[src/design/debug_proto_pkg.sv]
package debug_proto_pkg;

  ////////////////////////////////////////////////////////////////////////
  // Serial framing, 8N1.
  ////////////////////////////////////////////////////////////////////////

  localparam int DATA_BITS  = 8;               // Payload bits per frame.
  localparam int FRAME_BITS = DATA_BITS + 2;   // Start, data, stop.

  typedef logic [DATA_BITS-1:0] serial_byte_t;

  ////////////////////////////////////////////////////////////////////////
  // Host command bytes.
  ////////////////////////////////////////////////////////////////////////

  localparam serial_byte_t CMD_SOFT_RESET = 8'h00;  // Core soft reset.
  localparam serial_byte_t CMD_LOAD       = 8'h01;  // Program load follows.
  localparam serial_byte_t ACK_BYTE       = 8'h01;  // Reply after soft reset.
  localparam serial_byte_t CMD_RUN_CONT   = 8'h03;  // Run continuously.
  localparam serial_byte_t CMD_RUN_STEP   = 8'h07;  // Run one step per pulse.

  // Bit of a start command that picks step mode.
  localparam int STEP_MODE_BIT = 2;

endpackage

[src/design/mips_isa_pkg.sv]
package mips_isa_pkg;

  localparam int INSTR_W        = 32;                 // Instruction word width.
  localparam int OPCODE_W       = 6;                  // Primary opcode field.
  localparam int REST_W         = INSTR_W - OPCODE_W; // Everything below it.
  localparam int BYTES_PER_WORD = INSTR_W / debug_proto_pkg::DATA_BITS;

  ////////////////////////////////////////////////////////////////////////
  // One instruction word, two views.
  ////////////////////////////////////////////////////////////////////////

  // The serial side sees bytes, most significant first on the line;
  // the fetch side only looks at the opcode.
  typedef union packed {
    debug_proto_pkg::serial_byte_t [BYTES_PER_WORD-1:0] bytes;  // Byte view.
    struct packed {
      logic [OPCODE_W-1:0] opcode;  // Bits 31:26.
      logic [REST_W-1:0]   rest;    // Bits 25:0.
    } fields;
  } instr_word_t;

endpackage

[src/design/debug_loader.sv]
`timescale 1ns/1ps

module debug_loader #(
  parameter int ADDR_W = 6
) (
  input  logic                          i_clock,
  input  logic                          i_reset,
  input  debug_proto_pkg::serial_byte_t i_rx_byte,
  input  logic                          i_rx_valid,
  input  logic                          i_soft_reset_ack,
  output logic                          o_tx_start,
  output debug_proto_pkg::serial_byte_t o_tx_byte,
  output logic                          o_soft_reset_n,
  output logic                          o_mem_we,
  output logic [ADDR_W-1:0]             o_mem_addr,
  output mips_isa_pkg::instr_word_t     o_mem_wdata,
  output logic                          o_run_start,
  output logic                          o_step_mode
);

  localparam int NBYTES = mips_isa_pkg::BYTES_PER_WORD;
  localparam int BCNT_W = $clog2(NBYTES);
  localparam logic [BCNT_W-1:0] LAST_BYTE = BCNT_W'(NBYTES - 1);

  // One-hot state bits.
  localparam int ST_IDLE       = 0;
  localparam int ST_SOFT_RESET = 1;
  localparam int ST_WAIT_LOAD  = 2;
  localparam int ST_LOAD       = 3;
  localparam int ST_WAIT_START = 4;

  localparam logic [4:0] S_IDLE       = 5'b00001;
  localparam logic [4:0] S_SOFT_RESET = 5'b00010;
  localparam logic [4:0] S_WAIT_LOAD  = 5'b00100;
  localparam logic [4:0] S_LOAD       = 5'b01000;
  localparam logic [4:0] S_WAIT_START = 5'b10000;

  logic [4:0]                state;
  logic [BCNT_W-1:0]         byte_cnt;
  logic [ADDR_W-1:0]         wr_addr;
  mips_isa_pkg::instr_word_t word_q;
  mips_isa_pkg::instr_word_t word_next;
  logic                      load_byte;
  logic                      load_last;
  logic                      is_start_cmd;
  logic                      ack_seen;

  always_comb begin
    word_next.bytes = {word_q.bytes[NBYTES-2:0], i_rx_byte};  // MSB first.
  end

  assign load_byte    = state[ST_LOAD] && i_rx_valid;
  assign load_last    = load_byte && (byte_cnt == LAST_BYTE);
  assign ack_seen     = state[ST_SOFT_RESET] && i_soft_reset_ack;
  assign is_start_cmd = (i_rx_byte == debug_proto_pkg::CMD_RUN_CONT) ||
                        (i_rx_byte == debug_proto_pkg::CMD_RUN_STEP);

  //////////////////////////////////////////////////////////////////////
  // Command FSM.
  //////////////////////////////////////////////////////////////////////

  always_ff @(posedge i_clock) begin
    if (!i_reset) begin
      state          <= S_IDLE;
      o_soft_reset_n <= 1'b1;
      o_tx_start     <= 1'b0;
      o_mem_we       <= 1'b0;
      o_run_start    <= 1'b0;
      o_step_mode    <= 1'b0;
      byte_cnt       <= '0;
      wr_addr        <= '0;
    end else begin
      o_tx_start  <= 1'b0;  // Strobes.
      o_mem_we    <= 1'b0;
      o_run_start <= 1'b0;
      case (1'b1)
        state[ST_IDLE]: begin
          if (i_rx_valid && (i_rx_byte == debug_proto_pkg::CMD_SOFT_RESET)) begin
            o_soft_reset_n <= 1'b0;  // Held until the core answers.
            state          <= S_SOFT_RESET;
          end
        end
        state[ST_SOFT_RESET]: begin
          if (ack_seen) begin
            o_soft_reset_n <= 1'b1;
            o_tx_start     <= 1'b1;  // Send ACK_BYTE.
            state          <= S_WAIT_LOAD;
          end
        end
        state[ST_WAIT_LOAD]: begin
          if (i_rx_valid && (i_rx_byte == debug_proto_pkg::CMD_LOAD)) begin
            byte_cnt <= '0;
            wr_addr  <= '0;
            state    <= S_LOAD;
          end
        end
        state[ST_LOAD]: begin
          if (load_byte) begin
            byte_cnt <= byte_cnt + 1'b1;
          end
          if (load_last) begin
            o_mem_we <= 1'b1;
            wr_addr  <= wr_addr + 1'b1;
            if (word_next == '0) begin  // Terminator word.
              state <= S_WAIT_START;
            end
          end
        end
        state[ST_WAIT_START]: begin
          if (i_rx_valid && is_start_cmd) begin
            o_run_start <= 1'b1;
            o_step_mode <= i_rx_byte[debug_proto_pkg::STEP_MODE_BIT];
            state       <= S_IDLE;
          end
        end
        default: begin
          o_soft_reset_n <= 1'b1;
          state          <= S_IDLE;
        end
      endcase
    end
  end

  // Word assembly and write data.
  always_ff @(posedge i_clock) begin
    if (load_byte) begin
      word_q <= word_next;
    end
    if (load_last) begin
      o_mem_addr  <= wr_addr;
      o_mem_wdata <= word_next;
    end
    if (ack_seen) begin
      o_tx_byte <= debug_proto_pkg::ACK_BYTE;
    end
  end

endmodule

[src/design/debug_top.sv]
`timescale 1ns/1ps

module debug_top #(
  parameter int CLKS_PER_BIT = 8,
  parameter int ADDR_W       = 6,
  parameter int HALT_OPCODE  = 0
) (
  input  logic                      i_clock,
  input  logic                      i_reset,
  input  logic                      i_rxd,
  input  logic                      i_step,
  output logic                      o_txd,
  output logic [ADDR_W-1:0]         o_pc,
  output mips_isa_pkg::instr_word_t o_instr,
  output logic                      o_instr_valid,
  output logic                      o_halted
);

  debug_proto_pkg::serial_byte_t rx_byte;
  logic                          rx_valid;
  debug_proto_pkg::serial_byte_t tx_byte;
  logic                          tx_start;
  logic                          soft_reset_n;
  logic                          soft_reset_ack;
  logic                          mem_we;
  logic [ADDR_W-1:0]             mem_addr;
  mips_isa_pkg::instr_word_t     mem_wdata;
  logic                          run_start;
  logic                          step_mode;
  logic [ADDR_W-1:0]             rd_addr;
  mips_isa_pkg::instr_word_t     rd_data;

  //////////////////////////////////////////////////////////////////////
  // Serial side.
  //////////////////////////////////////////////////////////////////////

  uart_rx #(.CLKS_PER_BIT(CLKS_PER_BIT)) uart_rx_inst (
    .i_clock    (i_clock),
    .i_reset    (i_reset),
    .i_rxd      (i_rxd),
    .o_rx_byte  (rx_byte),
    .o_rx_valid (rx_valid)
  );

  uart_tx #(.CLKS_PER_BIT(CLKS_PER_BIT)) uart_tx_inst (
    .i_clock    (i_clock),
    .i_reset    (i_reset),
    .i_tx_start (tx_start),
    .i_tx_byte  (tx_byte),
    .o_txd      (o_txd),
    .o_tx_busy  ()  // One byte per soft reset, never back to back.
  );

  //////////////////////////////////////////////////////////////////////
  // Loader, program store and fetch.
  //////////////////////////////////////////////////////////////////////

  debug_loader #(.ADDR_W(ADDR_W)) debug_loader_inst (
    .i_clock          (i_clock),
    .i_reset          (i_reset),
    .i_rx_byte        (rx_byte),
    .i_rx_valid       (rx_valid),
    .i_soft_reset_ack (soft_reset_ack),
    .o_tx_start       (tx_start),
    .o_tx_byte        (tx_byte),
    .o_soft_reset_n   (soft_reset_n),
    .o_mem_we         (mem_we),
    .o_mem_addr       (mem_addr),
    .o_mem_wdata      (mem_wdata),
    .o_run_start      (run_start),
    .o_step_mode      (step_mode)
  );

  program_memory #(.ADDR_W(ADDR_W)) program_memory_inst (
    .i_clock (i_clock),
    .i_we    (mem_we),
    .i_waddr (mem_addr),
    .i_wdata (mem_wdata),
    .i_raddr (rd_addr),
    .o_rdata (rd_data)
  );

  run_control #(
    .ADDR_W      (ADDR_W),
    .HALT_OPCODE (HALT_OPCODE)
  ) run_control_inst (
    .i_clock          (i_clock),
    .i_reset          (i_reset),
    .i_soft_reset_n   (soft_reset_n),
    .o_soft_reset_ack (soft_reset_ack),
    .i_run_start      (run_start),
    .i_step_mode      (step_mode),
    .i_step           (i_step),
    .o_rd_addr        (rd_addr),
    .i_rd_data        (rd_data),
    .o_pc             (o_pc),
    .o_instr          (o_instr),
    .o_instr_valid    (o_instr_valid),
    .o_halted         (o_halted)
  );

endmodule

[src/design/program_memory.sv]
`timescale 1ns/1ps

module program_memory #(
  parameter int ADDR_W = 6
) (
  input  logic                      i_clock,
  input  logic                      i_we,
  input  logic [ADDR_W-1:0]         i_waddr,
  input  mips_isa_pkg::instr_word_t i_wdata,
  input  logic [ADDR_W-1:0]         i_raddr,
  output mips_isa_pkg::instr_word_t o_rdata
);

  localparam int DEPTH = 2 ** ADDR_W;

  mips_isa_pkg::instr_word_t mem [0:DEPTH-1];

  always_ff @(posedge i_clock) begin
    if (i_we) begin
      mem[i_waddr] <= i_wdata;
    end
    o_rdata <= mem[i_raddr];  // One cycle read.
  end

endmodule

[src/design/run_control.sv]
`timescale 1ns/1ps

module run_control #(
  parameter int ADDR_W      = 6,
  parameter int HALT_OPCODE = 0
) (
  input  logic                      i_clock,
  input  logic                      i_reset,
  input  logic                      i_soft_reset_n,
  output logic                      o_soft_reset_ack,
  input  logic                      i_run_start,
  input  logic                      i_step_mode,
  input  logic                      i_step,
  output logic [ADDR_W-1:0]         o_rd_addr,
  input  mips_isa_pkg::instr_word_t i_rd_data,
  output logic [ADDR_W-1:0]         o_pc,
  output mips_isa_pkg::instr_word_t o_instr,
  output logic                      o_instr_valid,
  output logic                      o_halted
);

  localparam logic [mips_isa_pkg::OPCODE_W-1:0] HALT_OP =
    HALT_OPCODE[mips_isa_pkg::OPCODE_W-1:0];

  localparam logic [1:0] RUN_STOP    = 2'd0;
  localparam logic [1:0] RUN_FETCH   = 2'd1;  // Address at the memory.
  localparam logic [1:0] RUN_PRESENT = 2'd2;  // Read data is valid.

  logic [1:0] run_state;
  logic       running;  // Armed by a start, cleared on halt.
  logic       is_halt;

  assign is_halt = (i_rd_data.fields.opcode == HALT_OP);

  always_ff @(posedge i_clock) begin
    if (!i_reset) begin
      run_state        <= RUN_STOP;
      running          <= 1'b0;
      o_rd_addr        <= '0;
      o_soft_reset_ack <= 1'b0;
      o_instr_valid    <= 1'b0;
      o_halted         <= 1'b0;
    end else begin
      o_soft_reset_ack <= 1'b0;
      o_instr_valid    <= 1'b0;
      if (!i_soft_reset_n) begin
        o_soft_reset_ack <= ~o_soft_reset_ack;  // One pulse per request.
        run_state        <= RUN_STOP;
        running          <= 1'b0;
        o_rd_addr        <= '0;
        o_halted         <= 1'b0;
      end else begin
        case (run_state)
          RUN_STOP: begin
            if (i_run_start) begin
              running <= 1'b1;
              if (!i_step_mode) begin
                run_state <= RUN_FETCH;
              end
            end else if (running && i_step_mode && i_step) begin
              run_state <= RUN_FETCH;
            end
          end
          RUN_FETCH: run_state <= RUN_PRESENT;
          RUN_PRESENT: begin
            o_instr_valid <= 1'b1;
            if (is_halt) begin
              o_halted  <= 1'b1;  // Halt word is still shown.
              running   <= 1'b0;
              run_state <= RUN_STOP;
            end else begin
              o_rd_addr <= o_rd_addr + 1'b1;
              run_state <= i_step_mode ? RUN_STOP : RUN_FETCH;
            end
          end
          default: run_state <= RUN_STOP;
        endcase
      end
    end
  end

  always_ff @(posedge i_clock) begin
    if (run_state == RUN_PRESENT) begin
      o_pc    <= o_rd_addr;
      o_instr <= i_rd_data;
    end
  end

endmodule

[src/design/uart_rx.sv]
`timescale 1ns/1ps

module uart_rx #(
  parameter int CLKS_PER_BIT = 8
) (
  input  logic                          i_clock,
  input  logic                          i_reset,
  input  logic                          i_rxd,
  output debug_proto_pkg::serial_byte_t o_rx_byte,
  output logic                          o_rx_valid
);

  localparam int CNT_W = $clog2(CLKS_PER_BIT + 1);
  localparam int BIT_W = $clog2(debug_proto_pkg::DATA_BITS);
  localparam logic [CNT_W-1:0] LAST_CNT = CNT_W'(CLKS_PER_BIT - 1);
  localparam logic [CNT_W-1:0] HALF_CNT = CNT_W'(CLKS_PER_BIT / 2 - 1);
  localparam logic [BIT_W-1:0] LAST_BIT = BIT_W'(debug_proto_pkg::DATA_BITS - 1);

  localparam logic [1:0] RX_IDLE  = 2'd0;
  localparam logic [1:0] RX_START = 2'd1;
  localparam logic [1:0] RX_DATA  = 2'd2;
  localparam logic [1:0] RX_STOP  = 2'd3;

  logic             rxd_meta;
  logic             rxd_sync;
  logic             rxd_prev;
  logic [1:0]       state;
  logic [CNT_W-1:0] clk_cnt;
  logic [BIT_W-1:0] bit_cnt;
  logic             sample_bit;

  assign sample_bit = (state == RX_DATA) && (clk_cnt == LAST_CNT);  // Mid data bit.

  always_ff @(posedge i_clock) begin
    if (!i_reset) begin
      rxd_meta   <= 1'b1;  // Line idles high.
      rxd_sync   <= 1'b1;
      rxd_prev   <= 1'b1;
      state      <= RX_IDLE;
      clk_cnt    <= '0;
      bit_cnt    <= '0;
      o_rx_valid <= 1'b0;
    end else begin
      rxd_meta   <= i_rxd;
      rxd_sync   <= rxd_meta;
      rxd_prev   <= rxd_sync;
      o_rx_valid <= 1'b0;
      case (state)
        RX_IDLE: begin
          if (rxd_prev && !rxd_sync) begin  // Falling edge of start bit.
            state   <= RX_START;
            clk_cnt <= '0;
          end
        end
        RX_START: begin
          if (clk_cnt == HALF_CNT) begin
            clk_cnt <= '0;
            bit_cnt <= '0;
            state   <= rxd_sync ? RX_IDLE : RX_DATA;  // Drop a glitch.
          end else begin
            clk_cnt <= clk_cnt + 1'b1;
          end
        end
        RX_DATA: begin
          if (sample_bit) begin
            clk_cnt <= '0;
            bit_cnt <= bit_cnt + 1'b1;
            if (bit_cnt == LAST_BIT) begin
              state <= RX_STOP;
            end
          end else begin
            clk_cnt <= clk_cnt + 1'b1;
          end
        end
        default: begin
          if (clk_cnt == LAST_CNT) begin  // Middle of stop bit.
            o_rx_valid <= 1'b1;
            clk_cnt    <= '0;
            state      <= RX_IDLE;
          end else begin
            clk_cnt <= clk_cnt + 1'b1;
          end
        end
      endcase
    end
  end

  // LSB arrives first, so shift in from the top.
  always_ff @(posedge i_clock) begin
    if (sample_bit) begin
      o_rx_byte <= {rxd_sync, o_rx_byte[debug_proto_pkg::DATA_BITS-1:1]};
    end
  end

endmodule

[src/design/uart_tx.sv]
`timescale 1ns/1ps

module uart_tx #(
  parameter int CLKS_PER_BIT = 8
) (
  input  logic                          i_clock,
  input  logic                          i_reset,
  input  logic                          i_tx_start,
  input  debug_proto_pkg::serial_byte_t i_tx_byte,
  output logic                          o_txd,
  output logic                          o_tx_busy
);

  localparam int FRAME_BITS = debug_proto_pkg::FRAME_BITS;
  localparam int CNT_W      = $clog2(CLKS_PER_BIT + 1);
  localparam int BIT_W      = $clog2(FRAME_BITS);
  localparam logic [CNT_W-1:0] LAST_CNT = CNT_W'(CLKS_PER_BIT - 1);
  localparam logic [BIT_W-1:0] LAST_BIT = BIT_W'(FRAME_BITS - 1);

  logic [FRAME_BITS-1:0] frame;    // Bit 0 is on the line.
  logic [CNT_W-1:0]      clk_cnt;
  logic [BIT_W-1:0]      bit_cnt;

  assign o_txd = frame[0];

  always_ff @(posedge i_clock) begin
    if (!i_reset) begin
      frame     <= '1;  // Idle high.
      o_tx_busy <= 1'b0;
      clk_cnt   <= '0;
      bit_cnt   <= '0;
    end else if (!o_tx_busy) begin
      if (i_tx_start) begin
        frame     <= {1'b1, i_tx_byte, 1'b0};  // Stop, data, start.
        o_tx_busy <= 1'b1;
        clk_cnt   <= '0;
        bit_cnt   <= '0;
      end
    end else if (clk_cnt == LAST_CNT) begin
      clk_cnt <= '0;
      bit_cnt <= bit_cnt + 1'b1;
      frame   <= {1'b1, frame[FRAME_BITS-1:1]};  // Ones fill behind the frame.
      if (bit_cnt == LAST_BIT) begin
        o_tx_busy <= 1'b0;  // End of stop bit.
      end
    end else begin
      clk_cnt <= clk_cnt + 1'b1;
    end
  end

endmodule

[config.mk]
export PLATFORM = sky130hd
export DESIGN_NAME = debug_top
export DESIGN_NICKNAME = d
export VERILOG_FILES = /design/src/design/debug_proto_pkg.sv /design/src/design/mips_isa_pkg.sv /design/src/design/debug_loader.sv /design/src/design/debug_top.sv /design/src/design/program_memory.sv /design/src/design/run_control.sv /design/src/design/uart_rx.sv /design/src/design/uart_tx.sv
export SDC_FILE = /design/constraint.sdc
export NUM_CORES = 2
export LEC_CHECK = 0
export ABC_AREA = 1
export BUFFER_PORTS_ARGS = -buffer_cell sky130_fd_sc_hd__buf_2
export CORE_MARGIN = 2
export CORE_UTILIZATION = 36
export CTS_CLUSTER_SIZE = 30
export DETAILED_ROUTE_END_ITERATION = 6
export GPL_TIMING_DRIVEN = 0
export PLACE_DENSITY = 0.49
export SYNTH_ARGS = -nofsm -noshare
export SYNTH_HDL_FRONTEND = slang
export SYNTH_SLANG_ARGS = --single-unit
[constraint.sdc]
create_clock -name i_clock -period 4.88 [get_ports i_clock]
set_input_delay 0.488 -clock i_clock [delete_from_list [all_inputs] [get_ports i_clock]]
set_output_delay 0.488 -clock i_clock [all_outputs]
set_load 0.02 [all_outputs]
==> flow_metrics.env <==
export IMPL_muxShareOfSynthArea=0
export IMPL_cts_root_buf="clkbuf_16"
export IMPL_setup_viol=0
export IMPL_worstHoldStart="i_rxd"
export IMPL_synth_cell_types=39
export IMPL_peakVddDrop_mv=0.302
export IMPL_end_kind="register"
export IMPL_cts_buffers=233
export IMPL_violations="design-rule violations, max-capacitance violations, max-slew violations"
export IMPL_grt_pass1_wl_um=483000
export IMPL_synth_compound_area_frac=0.0894
export IMPL_yosysMostFrequentCell="edfxtp_1"
export IMPL_fin_ws_ns=0.257
export IMPL_antenna_found_initial=16
export IMPL_cts_htree_levels=4
export IMPL_status="complete, but fails checks"
export IMPL_synthXorXnorAreaFrac=0.000494
export IMPL_fillCellCount=22308
export IMPL_pre_cts_ws_ns=0.738
export IMPL_fp_coreArea_um2=245000
export IMPL_dr_first_iter_drc_count=9310
export IMPL_dp_hpwl_um=261000
export IMPL_yosysTopAreaCell="edfxtp_1"
export IMPL_dieWidth_um=500
export IMPL_seqPwrFrac=0.543
export IMPL_p_int_mw=30.6
export IMPL_fp_dieH_um=500
export IMPL_ant_nets=0
export IMPL_final_layout_size_suffix_gt1_frac=0.107
export IMPL_ys_flop_type="edfxtp_1"
export IMPL_worst_pin_slew_ns=1.54
export IMPL_ys_seq_area_frac=0.752
export IMPL_hold_viol=0
export IMPL_path_max_fanout=10
export IMPL_cts_tree="built"
export IMPL_synth_area_leaders="edfxtp_1, nor2_1, o21ai_0"
export IMPL_max_clock_path_buffers=3
export IMPL_yosysTopAreaCellShare=0.731
export IMPL_critical_path_class="register to register"
export IMPL_grt_ovfl_total=0
export IMPL_sw_frac_of_total=0.204
export IMPL_io_buffers=44
export IMPL_synth_edff_count=2156
export IMPL_multi_input_area_um2=20000
export IMPL_syn_num_nets=7122
export IMPL_boundaryPins=45
export IMPL_dr_pass1_iters=7
export IMPL_drv_slew=11
export IMPL_routed_wl_um=359000
export IMPL_synthAdderAreaFrac=0.00184
export IMPL_max_slew_margin=-0.0235
export IMPL_yosys_area_share_simple=0.128
export IMPL_power_switching_mw=7.82
export IMPL_cp_data_arrival_time_ns=5.43
export IMPL_r2r_start="run_control_inst.o_rd_addr[0]"
export IMPL_cts_sinks=2249
export IMPL_fmax_mhz=216
export IMPL_p_leak_nw=35.5
export IMPL_clk_pin_slew_worst_paths_ns=0.06
export IMPL_syn_to_final_growth_pct=19.5
export IMPL_synth_common_cells="edfxtp_1, nor2_1, o21ai_0, nand2_1, nand3_1"
export IMPL_grt_max_degree=39
export IMPL_row_count=182
export IMPL_ys_ff_latch=2249
export IMPL_netlist_instances=7105
export IMPL_ys_async_sr_fraction=0
export IMPL_finalNetCount=7615
export IMPL_min_path_type="primary input to register"
export IMPL_p_per_area_nw_per_um2=363
export IMPL_grt_pass1_vias=57240
export IMPL_sequential_cell_area_um2=66600
export IMPL_cp_startpoint="run_control_inst.o_rd_addr[0]"
export IMPL_cts_resized=0
export IMPL_fin_worst_skew_ns=0.0969
export IMPL_viasPerCell=5.62
export IMPL_syn_avg_cell_area_um2=12.5
export IMPL_drv_cap=1
export IMPL_gp_congestion=1.01
export IMPL_start_util=0.361
export IMPL_period_needed_ns=4.62
export IMPL_die_area_um2=250000
export IMPL_synth_warning_count=0
export IMPL_worstSkewPairLatency_ns=0.92
export IMPL_drcViolationCount=3
export IMPL_synthesis_area_um2=88600
export IMPL_post_route_period_util=0.947
export IMPL_power_frac_comb=0.002
export IMPL_rsz0062_at_grt="false"
export IMPL_worstPathRequired_ns=5.69
export IMPL_grtUsageTotal=0.282
export IMPL_fin_tns_setup_ns=0
export IMPL_synth_top_family_by_area="simple AND/OR/NAND/NOR gates"
export IMPL_crit_path_start_kind="register"
export IMPL_power_share_clock=0.455
export IMPL_avgRoutedWirePerCell_um=32.5
export IMPL_vias=61952
[cell type report]
| type | instances | share of cell area |
|---|---|---|
| Sequential cell | 2249 | 0.629 |
| Multi-Input combinational cell | 4317 | 0.188 |
| Clock buffer | 324 | 0.0600 |
| Timing Repair Buffer | 258 | 0.0507 |
| Tap cell | 3220 | 0.0381 |
| Buffer | 438 | 0.0200 |
| Clock inverter | 113 | 0.00970 |
| Inverter | 101 | 0.00361 |
| Antenna cell | 10 | 0.000236 |
[routing by layer]
metal,share of wire,wire length (um),GRT usage,up-vias
met3,0.11,38600,0.0719,604
met4,0.061,21900,0.149,4
met5,0.00038,136,0,-
met1,0.40,143000,0.383,31442
li1,-,-,-,26491
met2,0.43,155000,0.415,3411
[sequential cells by signal (all words and copies together) (netlist names), 2 cells and up]
register and cells:
program_memory_inst.o_rdata 32, debug_loader_inst.o_mem_wdata 32, program_memory_inst.mem 2048, debug_loader_inst.byte_cnt 2, run_control_inst.o_instr 32, debug_loader_inst.word_q 24, uart_rx_inst.clk_cnt 4, debug_loader_inst.state 5
debug_loader_inst.o_mem_addr 6, uart_tx_inst.bit_cnt 4, uart_rx_inst.bit_cnt 3, run_control_inst.run_state 2, run_control_inst.o_rd_addr 6, debug_loader_inst.wr_addr 6, run_control_inst.o_pc 6, uart_rx_inst.o_rx_byte 8
uart_tx_inst.clk_cnt 4, uart_tx_inst.frame 9, uart_rx_inst.state 2
[through the flow]
| step | cells | util | hold slack [ns] | area, um2 | power [mW] |
|---|---|---|---|---|---|
| 2_1_floorplan | 7105 | - | 0.386 | 88600 | 21.3 |
| 3_3_place_gp | 10369 | 0.378 | 0.386 | 92800 | 21.3 |
| 3_5_place_dp | 10580 | 0.401 | 0.389 | 98400 | 21.3 |
| 4_1_cts | 11020 | 0.432 | 0.245 | 106000 | 38.5 |
| 5_1_grt | 11022 | 0.432 | 0.307 | 106000 | 39.2 |
| 6_report | 11030 | 0.432 | 0.306 | 106000 | 38.4 |
[cell families after synthesis]
family,count (synthesis)
AND/OR/NAND/NOR,2861
flip-flops,2249
AO/OA/AOI/OAI,1438
buffers and inverters,539
adder cells (fa/ha/maj),13
XOR/XNOR,5
[what timing repair did]
item	in CTS	in global routing
setup buffers	0	0
hold buffers	3	0
hold endpoints to repair	6	0
[path summary, 6_finish.rpt]
path	endpoint	slack, ns	cells past startpoint
max	program_memory_inst.o_rdata[17]	0.26	12
min	uart_rx_inst.rxd_meta	0.31	3
max reg2reg	program_memory_inst.o_rdata[17]	0.26	12
min reg2reg	run_control_inst.o_instr[9]	0.40	0
[worst max-delay path, cell delays in order, from the launching register on]
cell and delay [ns]:
dfxtp_1 0.52, buf_4 0.44, buf_6 0.32, buf_2 0.48, buf_2 0.36, nor2_1 0.08, nor2_1 0.07, o21ai_0 0.13
a21oi_1 1.06, nor2_1 0.21, nand2_1 0.12, nand3_1 0.38, nand2_1 0.27
[power groups by stage]
stage	logic [mW]	clock network, mW	registers [mW]
floorplan	0.0620	0	21.2
global placement	0.0828	0	21.2
detailed placement	0.0851	0	21.2
CTS	0.0879	17.6	20.8
global route	0.102	18.3	20.8
finish	0.0869	17.5	20.8
[cells in the final DEF, fill, tap and decap left out, drive strengths merged]
| cell type | instances |
|---|---|
| edfxtp | 2156 |
| nor2 | 1664 |
| o21ai | 986 |
| nand2 | 755 |
| clkbuf | 519 |
| buf | 498 |
| nand3 | 386 |
| o211ai | 265 |
| a21oi | 171 |
| inv | 102 |
| clkinv | 96 |
| dfxtp | 93 |
| nor3 | 22 |
| or2 | 21 |
| ha | 13 |
| bufinv | 12 |
| diode | 10 |
| a221o | 7 |
| nand4 | 6 |
| nor4 | 4 |
| clkinvlp | 4 |
| o22ai | 3 |
| xnor2 | 3 |
| dlygate4sd3 | 3 |
| xor2 | 2 |
| a211oi | 1 |
| o31ai | 1 |
| nor3b | 1 |
| o211a | 1 |
| a31oi | 1 |
| nand3b | 1 |
| a311oi | 1 |
| and2 | 1 |
| a21boi | 1 |
No activity file was read; power rests on OpenSTA's default activity.
